===== config.mk =====
export PLATFORM = sky130hd
export DESIGN_NAME = smwa_front
export DESIGN_NICKNAME = d
export VERILOG_FILES = /design/src/hw/smwa_pkg.sv /design/src/hw/stream_demux.sv /design/src/hw/score_regs.sv /design/src/hw/xfer_monitor.sv /design/src/hw/smwa_front.sv
export VERILOG_INCLUDE_DIRS = /design/src /design/src/hw
export SDC_FILE = /design/constraint.sdc
export NUM_CORES = 1
export LEC_CHECK = 0
export BUFFER_PORTS_ARGS = -buffer_cell sky130_fd_sc_hd__buf_2
export CAP_MARGIN = 20
export CORE_AREA = 2 2 198 200
export DETAILED_ROUTE_END_ITERATION = 8
export DIE_AREA = 0 0 200 202
export PLACE_DENSITY = 0.53
export SYNTH_ARGS = -nofsm -noshare
export SYNTH_HDL_FRONTEND = slang
export SYNTH_SLANG_ARGS = --single-unit

===== constraint.sdc =====
create_clock -name PicoClk -period 2.1 [get_ports PicoClk]
set_input_delay 0.105 -clock PicoClk [delete_from_list [all_inputs] [get_ports PicoClk]]
set_output_delay 0.105 -clock PicoClk [all_outputs]
set_load 0.01 [all_outputs]

===== src/hw/smwa_defines.svh =====
/*
 * alignment front end constants
 * stream and score widths, header layout, bus map and version word
 */
`ifndef SMWA_DEFINES_SVH
`define SMWA_DEFINES_SVH

////////////////////////////////////////////////////////////
// stream format
////////////////////////////////////////////////////////////

// one stream beat
`define SMWA_STREAM_W 128
// 2-bit base encoding
`define SMWA_BASE_W 2
// bases packed into one data beat
`define SMWA_BASES_PER_WORD (`SMWA_STREAM_W / `SMWA_BASE_W)
// base count sits in the low bits of a header beat
`define SMWA_LEN_W 16

// signed score width, two's complement
`define SMWA_SCORE_W 9

////////////////////////////////////////////////////////////
// picobus map
////////////////////////////////////////////////////////////

`define SMWA_VERSION 32'h0001

`define SMWA_ADDR_VERSION      32'h000
`define SMWA_ADDR_IN_COUNT     32'h010
`define SMWA_ADDR_STATUS       32'h030
`define SMWA_ADDR_TARGET_COUNT 32'h080
`define SMWA_ADDR_QUERY_COUNT  32'h090
`define SMWA_ADDR_MATCH        32'h100
`define SMWA_ADDR_MISMATCH     32'h110
`define SMWA_ADDR_GAP_OPEN     32'h120

`endif


===== src/hw/smwa_pkg.sv =====
/*
 * alignment front end types
 * vector types for the stream, bus, scores and counts, plus demux states
 */
`include "smwa_defines.svh"

package smwa_pkg;

    // one 128-bit stream beat
    typedef logic [`SMWA_STREAM_W-1:0] stream_word_t;

    // picobus address and data
    typedef logic [31:0] bus_word_t;

    // alignment score, signed
    typedef logic signed [`SMWA_SCORE_W-1:0] score_t;

    // base count taken from a header beat
    typedef logic [`SMWA_LEN_W-1:0] seq_len_t;

    // data beats left in a sequence, minus one
    // 16-bit length over 64 bases per beat leaves 10 bits
    typedef logic [`SMWA_LEN_W-$clog2(`SMWA_BASES_PER_WORD)-1:0] word_count_t;

    // handshake counter
    typedef logic [31:0] xfer_count_t;

    // demux walks query header/data then target header/data
    typedef enum logic [1:0] {
        hdr_query,
        data_query,
        hdr_target,
        data_target
    } demux_state_t;

endpackage


===== src/hw/stream_demux.sv =====
/*
 * input stream demultiplexer
 * eats the header beat of each sequence and steers the data beats
 * to the query or target side, alternating query then target
 */
`include "smwa_defines.svh"

module stream_demux (
    input  logic                  PicoClk,
    input  logic                  rst,

    // combined input stream
    input  logic                  s1i_valid,
    output logic                  s1i_rdy,
    input  smwa_pkg::stream_word_t s1i_data,

    // query side
    output logic                  query_valid,
    input  logic                  query_ready,
    output smwa_pkg::stream_word_t query_data,

    // target side
    output logic                  target_valid,
    input  logic                  target_ready,
    output smwa_pkg::stream_word_t target_data
);

    import smwa_pkg::*;

    // log2 of bases per beat, used to turn a base count into beats
    localparam int WORD_SHIFT = $clog2(`SMWA_BASES_PER_WORD);

    ////////////////////////////////////////////////////////////
    // header decode
    ////////////////////////////////////////////////////////////

    demux_state_t state;
    word_count_t  words_left;

    logic         s1i_xfer;
    seq_len_t     hdr_len;
    seq_len_t     hdr_len_m1;
    word_count_t  hdr_words_m1;
    logic         hdr_empty;
    logic         last_word;

    assign s1i_xfer = s1i_valid && s1i_rdy;

    // base count lives in the low bits of the header
    assign hdr_len   = s1i_data[`SMWA_LEN_W-1:0];
    assign hdr_empty = (hdr_len == '0);

    // ceil(L/64) - 1 = (L-1) >> 6 for L > 0
    // keeps 65535 bases inside the 10-bit counter
    assign hdr_len_m1   = hdr_len - 1'b1;
    assign hdr_words_m1 = hdr_len_m1[`SMWA_LEN_W-1:WORD_SHIFT];

    assign last_word = (words_left == '0);

    ////////////////////////////////////////////////////////////
    // sequence FSM
    ////////////////////////////////////////////////////////////

    // only moves on a completed input handshake
    always_ff @(posedge PicoClk) begin
        if (rst) begin
            state      <= hdr_query;
            words_left <= '0;
        end else if (s1i_xfer) begin
            case (state)
                hdr_query: begin
                    words_left <= hdr_words_m1;
                    // zero-length query goes straight to the target header
                    state      <= hdr_empty ? hdr_target : data_query;
                end
                data_query: begin
                    words_left <= words_left - 1'b1;
                    if (last_word) begin
                        state <= hdr_target;
                    end
                end
                hdr_target: begin
                    words_left <= hdr_words_m1;
                    state      <= hdr_empty ? hdr_query : data_target;
                end
                data_target: begin
                    words_left <= words_left - 1'b1;
                    if (last_word) begin
                        state <= hdr_query;
                    end
                end
                default: begin
                    state <= hdr_query;
                end
            endcase
        end
    end

    ////////////////////////////////////////////////////////////
    // steering
    ////////////////////////////////////////////////////////////

    // headers are always accepted, data waits on its destination
    always_comb begin
        case (state)
            data_query:  s1i_rdy = query_ready;
            data_target: s1i_rdy = target_ready;
            default:     s1i_rdy = 1'b1;
        endcase
    end

    // same-cycle pass-through of data beats, no buffering
    assign query_valid  = s1i_valid && (state == data_query);
    assign target_valid = s1i_valid && (state == data_target);

    // both sides see the beat, valid picks the owner
    assign query_data  = s1i_data;
    assign target_data = s1i_data;

endmodule


===== src/hw/score_regs.sv =====
/*
 * scoring registers
 * match, mismatch and gap-open scores, written and read over the picobus
 */
`include "smwa_defines.svh"

module score_regs (
    input  logic               PicoClk,
    input  logic               rst,

    input  smwa_pkg::bus_word_t pico_addr,
    input  smwa_pkg::bus_word_t pico_data_in,
    input  logic               pico_rd,
    input  logic               pico_wr,
    output smwa_pkg::bus_word_t pico_data_out,

    // scores toward the alignment engine
    output smwa_pkg::score_t   match,
    output smwa_pkg::score_t   mismatch,
    output smwa_pkg::score_t   gap_open
);

    import smwa_pkg::*;

    // widen a score to a bus word, keeping its sign
    function automatic bus_word_t sext(input score_t s);
        return {{(32-`SMWA_SCORE_W){s[`SMWA_SCORE_W-1]}}, s};
    endfunction

    ////////////////////////////////////////////////////////////
    // write side
    ////////////////////////////////////////////////////////////

    // only the low score bits of the bus word are kept
    always_ff @(posedge PicoClk) begin
        if (rst) begin
            match    <= '0;
            mismatch <= '0;
            gap_open <= '0;
        end else if (pico_wr) begin
            case (pico_addr)
                `SMWA_ADDR_MATCH:    match    <= score_t'(pico_data_in[`SMWA_SCORE_W-1:0]);
                `SMWA_ADDR_MISMATCH: mismatch <= score_t'(pico_data_in[`SMWA_SCORE_W-1:0]);
                `SMWA_ADDR_GAP_OPEN: gap_open <= score_t'(pico_data_in[`SMWA_SCORE_W-1:0]);
                default: ;
            endcase
        end
    end

    ////////////////////////////////////////////////////////////
    // read side
    ////////////////////////////////////////////////////////////

    // zero unless the previous cycle read one of our addresses
    always_ff @(posedge PicoClk) begin
        if (rst) begin
            pico_data_out <= '0;
        end else begin
            pico_data_out <= '0;
            if (pico_rd) begin
                case (pico_addr)
                    `SMWA_ADDR_MATCH:    pico_data_out <= sext(match);
                    `SMWA_ADDR_MISMATCH: pico_data_out <= sext(mismatch);
                    `SMWA_ADDR_GAP_OPEN: pico_data_out <= sext(gap_open);
                    default: ;
                endcase
            end
        end
    end

endmodule


===== src/hw/xfer_monitor.sv =====
/*
 * transfer monitor
 * counts handshakes on the input, query and target streams, keeps a
 * handshake status snapshot and serves version and counters on the picobus
 */
`include "smwa_defines.svh"

module xfer_monitor (
    input  logic               PicoClk,
    input  logic               rst,

    // observed handshakes
    input  logic               s1i_valid,
    input  logic               s1i_rdy,
    input  logic               query_valid,
    input  logic               query_ready,
    input  logic               target_valid,
    input  logic               target_ready,

    // read-only bus port
    input  smwa_pkg::bus_word_t pico_addr,
    input  logic               pico_rd,
    output smwa_pkg::bus_word_t pico_data_out
);

    import smwa_pkg::*;

    xfer_count_t in_count;
    xfer_count_t query_count;
    xfer_count_t target_count;
    bus_word_t   status;

    ////////////////////////////////////////////////////////////
    // counters
    ////////////////////////////////////////////////////////////

    always_ff @(posedge PicoClk) begin
        if (rst) begin
            in_count     <= '0;
            query_count  <= '0;
            target_count <= '0;
        end else begin
            // headers and data beats
            if (s1i_valid && s1i_rdy) begin
                in_count <= in_count + 1'b1;
            end
            if (query_valid && query_ready) begin
                query_count <= query_count + 1'b1;
            end
            if (target_valid && target_ready) begin
                target_count <= target_count + 1'b1;
            end
        end
    end

    // one nibble per stream: input [11:8], target [7:4], query [3:0]
    // valid above rdy in each nibble
    always_ff @(posedge PicoClk) begin
        status <= {20'b0,
                   2'b0, s1i_valid, s1i_rdy,
                   2'b0, target_valid, target_ready,
                   2'b0, query_valid, query_ready};
    end

    ////////////////////////////////////////////////////////////
    // bus readback
    ////////////////////////////////////////////////////////////

    always_ff @(posedge PicoClk) begin
        if (rst) begin
            pico_data_out <= '0;
        end else begin
            pico_data_out <= '0;
            if (pico_rd) begin
                case (pico_addr)
                    `SMWA_ADDR_VERSION:      pico_data_out <= `SMWA_VERSION;
                    `SMWA_ADDR_IN_COUNT:     pico_data_out <= in_count;
                    `SMWA_ADDR_STATUS:       pico_data_out <= status;
                    `SMWA_ADDR_TARGET_COUNT: pico_data_out <= target_count;
                    `SMWA_ADDR_QUERY_COUNT:  pico_data_out <= query_count;
                    default: ;
                endcase
            end
        end
    end

endmodule


===== src/hw/smwa_front.sv =====
/*
 * alignment engine front end
 * splits the input stream into query and target, holds the scores
 * and merges the picobus read data of its blocks
 */
module smwa_front (
    input  logic                   PicoClk,
    input  logic                   rst,

    // combined input stream
    input  logic                   s1i_valid,
    output logic                   s1i_rdy,
    input  smwa_pkg::stream_word_t s1i_data,

    // query stream toward the engine
    output logic                   query_valid,
    input  logic                   query_ready,
    output smwa_pkg::stream_word_t query_data,

    // target stream toward the engine
    output logic                   target_valid,
    input  logic                   target_ready,
    output smwa_pkg::stream_word_t target_data,

    // picobus
    input  smwa_pkg::bus_word_t    pico_addr,
    input  smwa_pkg::bus_word_t    pico_data_in,
    input  logic                   pico_rd,
    input  logic                   pico_wr,
    output smwa_pkg::bus_word_t    pico_data_out,

    // scoring values
    output smwa_pkg::score_t       match,
    output smwa_pkg::score_t       mismatch,
    output smwa_pkg::score_t       gap_open
);

    import smwa_pkg::*;

    // per-block read data, zero when idle
    bus_word_t score_rdata;
    bus_word_t monitor_rdata;

    ////////////////////////////////////////////////////////////
    // stream path
    ////////////////////////////////////////////////////////////

    stream_demux u_demux (
        .PicoClk      (PicoClk),
        .rst          (rst),
        .s1i_valid    (s1i_valid),
        .s1i_rdy      (s1i_rdy),
        .s1i_data     (s1i_data),
        .query_valid  (query_valid),
        .query_ready  (query_ready),
        .query_data   (query_data),
        .target_valid (target_valid),
        .target_ready (target_ready),
        .target_data  (target_data)
    );

    ////////////////////////////////////////////////////////////
    // bus side
    ////////////////////////////////////////////////////////////

    score_regs u_scores (
        .PicoClk       (PicoClk),
        .rst           (rst),
        .pico_addr     (pico_addr),
        .pico_data_in  (pico_data_in),
        .pico_rd       (pico_rd),
        .pico_wr       (pico_wr),
        .pico_data_out (score_rdata),
        .match         (match),
        .mismatch      (mismatch),
        .gap_open      (gap_open)
    );

    // watches the same handshakes the demux produces
    xfer_monitor u_monitor (
        .PicoClk       (PicoClk),
        .rst           (rst),
        .s1i_valid     (s1i_valid),
        .s1i_rdy       (s1i_rdy),
        .query_valid   (query_valid),
        .query_ready   (query_ready),
        .target_valid  (target_valid),
        .target_ready  (target_ready),
        .pico_addr     (pico_addr),
        .pico_rd       (pico_rd),
        .pico_data_out (monitor_rdata)
    );

    // address ranges are disjoint, so an OR merges the read data
    assign pico_data_out = score_rdata | monitor_rdata;

endmodule


==> results.cfg <==
[drt]
drc = 0
vias = 7922
drt_wl_total_um = 25600
wl_met3_um = 1470
wire_per_inst_um = 14.7
wl_met1_um = 11500
vias_per_cell = 4.55
drt_iter0_markers = 498
top_layer = met4
ant_nets = 0
drt_pass1_iterations = 5
wl_met2_um = 12100

[timing]
clock.fmax_ghz = 0.505
post-route-period-util_pct = 94.4
slew_viol_final = 0
rsz0062_at_grt = false
fin_worst_skew_ps = 8.26
timing.setup.tns_ps = 0
final-hold-violation-count = 0
finalSetupViolCount = 0
period_needed_ps = 1980
slew_headroom_pct = 48.6
tightest_slew_ps = 771

[global_routing]
grt_usage_pct = 12.3
grt_max_degree = 88
grt_pass1_wl_um = 39600
grt_pass1_vias = 7437
globalRouteOverflowTotal = 0
antenna_found_initial = 1

[placed_design]
place_area_um2 = 10300
io_buffers = 157
gp_congestion = 0.785
dp_cells = 1698
hpwl_um = 19200

[worst_setup_path]
crit_type = reg -> out
cp-end-kind = primary output
r2r_cells = 6
setup.worst_path.start_class = register
critPathSlowestCell = mux2i_1
worstPathMaxFanout = 8
slowest_delay_ps = 580
cp_cell_sequence = mux2i_1, nand2_1, buf_2
required_ps = 2000
worst_ep_arrival_time_ps = 1880

[hold_path]
hold_class = in -> reg
hold_depth = 4

[yosys]
yosysUniqueCellTypes = 60
synth_top_area_share_pct = 34.2
synthTopCellsByArea = dfxtp_1 (34%), buf_4 (18%), nor2_1 (7.3%)
syn_area_um2 = 10700
synthTopCellsByCount = buf_4 (257), nor2_1 (208), dfxtp_1 (182), mux2i_1 (76), a21oi_1 (61)
synth.net_count = 1495
synthCells = 1291
yosysTopAreaCell = dfxtp_1
async_flop_share_pct = 0
syn_avg_cell_area_um2 = 8.25
ys_ff_latch = 182
synth-edff-count = 0
ys_seq_area_share_pct = 34.2
synth.most_common_cell = buf_4
ys_warn_count = 0
synth-main-ff-cell = dfxtp_1

[power]
swShare_pct = 23.6
power.density_nw_per_um2 = 651
power.leakage_uw = 0.00427
power_frac_seq_pct = 48.9
clkPwrFrac_pct = 44.4
switchingPower_uw = 1690
p_total_uw = 7180
combPwrFrac_pct = 6.7
max-vdd-ir-drop_mv = 0.496
power.internal_uw = 5490

[clock_network]
cts_root_buf = clkbuf_16
clockBufferDepth = 2
cts-buffers-inserted = 17
clk_pin_slew_worst_paths_ps = 70
cts_tree = built
cts_resized = 0
h-tree-depth = 4
cts_setup_buffers = 0
numClockSinks = 182
hold_buffers = 12
clock_latency_ps = 440

[run_status]
status = finished, final reports clean

[die]
core_um2 = 38300
ios = 517
die_x_um = 200
die-height_um = 202
dieArea_um2 = 40400
start_util_pct = 27.8
rows = 72

[finish]
stdcell_area_um2 = 11000
area_delta_synth_final_pct = 3.57
stdcell_count = 1741
fin_nets = 1415
drive_above_1_share_pct = 22.7

[job]
drv_cap = 0
==> critical path: cells and delay by family (launching register included) <==
| family | cells | cell delay (ps) |
|---|---|---|
| mux | 1 | 580 |
| simple gates | 1 | 210 |
| buf+inv | 1 | 190 |
| flops | 1 | 470 |
==> per-stage QoR <==
| stage | hold slack (ps) | setup WS (ps) | utilization (%) |
|---|---|---|---|
| after detailed placement | 210 | -53.9 | 27.0 |
| after global routing | 54.8 | 7.33 | 28.8 |
| after CTS | 20.3 | 98.7 | 28.8 |
| after floorplan | 133 | 176 | - |
| final | 33.9 | 118 | 28.8 |
| after global placement | 210 | -34.3 | 27.0 |
==> sequential cells by signal, indices dropped and copies added, names as in the netlist <==
| name | count |
|---|---|
| u_monitor.in_count | 32 |
| u_monitor.pico_data_out | 32 |
| u_monitor.query_count | 32 |
| u_monitor.target_count | 32 |
| u_demux.words_left | 10 |
| u_scores.gap_open | 9 |
| u_scores.match | 9 |
| u_scores.mismatch | 9 |
| u_scores.pico_data_out | 9 |
| u_monitor.status | 6 |
| u_demux.state | 2 |
==> path summary, 6_finish.rpt <==
check / slack (ps) / start / end
hold / removal: 30 / s1i_data[12] / u_demux.words_left[6]
setup reg to reg: 140 / u_demux.state[1] / u_monitor.in_count[31]
setup / recovery: 120 / u_demux.state[1] / s1i_rdy
hold reg to reg: 500 / u_monitor.query_count[1] / u_monitor.query_count[1]
==> layout by cell type (no fill, tap or decap), drive strengths merged, types with 4 or more instances in the layout <==
cell         instances
nor2b                9
o21ai               15
and3                14
buf                204
nand3               39
clkbuf              19
nand4               35
ha                   5
a21oi               61
xnor2               45
a21boi               4
nor3                35
or2                 37
dlygate4sd3         12
nor4                22
xor2                42
nor3b                8
or4                 10
inv                 17
clkinvlp             4
or3                  7
nand2               49
dfxtp              182
and4                17
nor2               208
mux2i               76
==> area by class of cell <==
class | count | area [um2]
clock inverter | 11 | 126
inverter | 15 | 56.3
antenna | 1 | 2.50
fill | 4094 | 27300
clock buffer | 19 | 453
multi-input combinational | 779 | 4790
tap | 518 | 648
timing repair buffer | 216 | 1310
sequential | 182 | 3640
==> power groups by stage <==
stage	Sequential [uW]	Clock (uW)	Combinational, uW
floorplan	3580	0	752
global placement	3590	0	466
detailed placement	3590	0	470
CTS	3510	3290	489
global route	3510	3410	531
finish	3510	3190	485
==> kinds of logic after synthesis <==
kind of cell / after synthesis / synth area share, %
AOI/OAI and AO/OA: 105 / 5.83
xor gates and xnor gates: 87 / 7.15
adders and majority gates: 5 / 0.587
buffers and inverters: 330 / 20.8
DFF: 182 / 34.2
muxes: 79 / 7.46
and+or+nand+nor: 503 / 24.0
==> metal layers <==
metal  up-vias  global-route usage, %
met5         -                      0
met4         0                   4.52
met3        46                   2.95
met2       198                   20.2
met1      3734                   15.7
li1       3944                      -
Note: power is estimated with default switching activity, not from simulation.
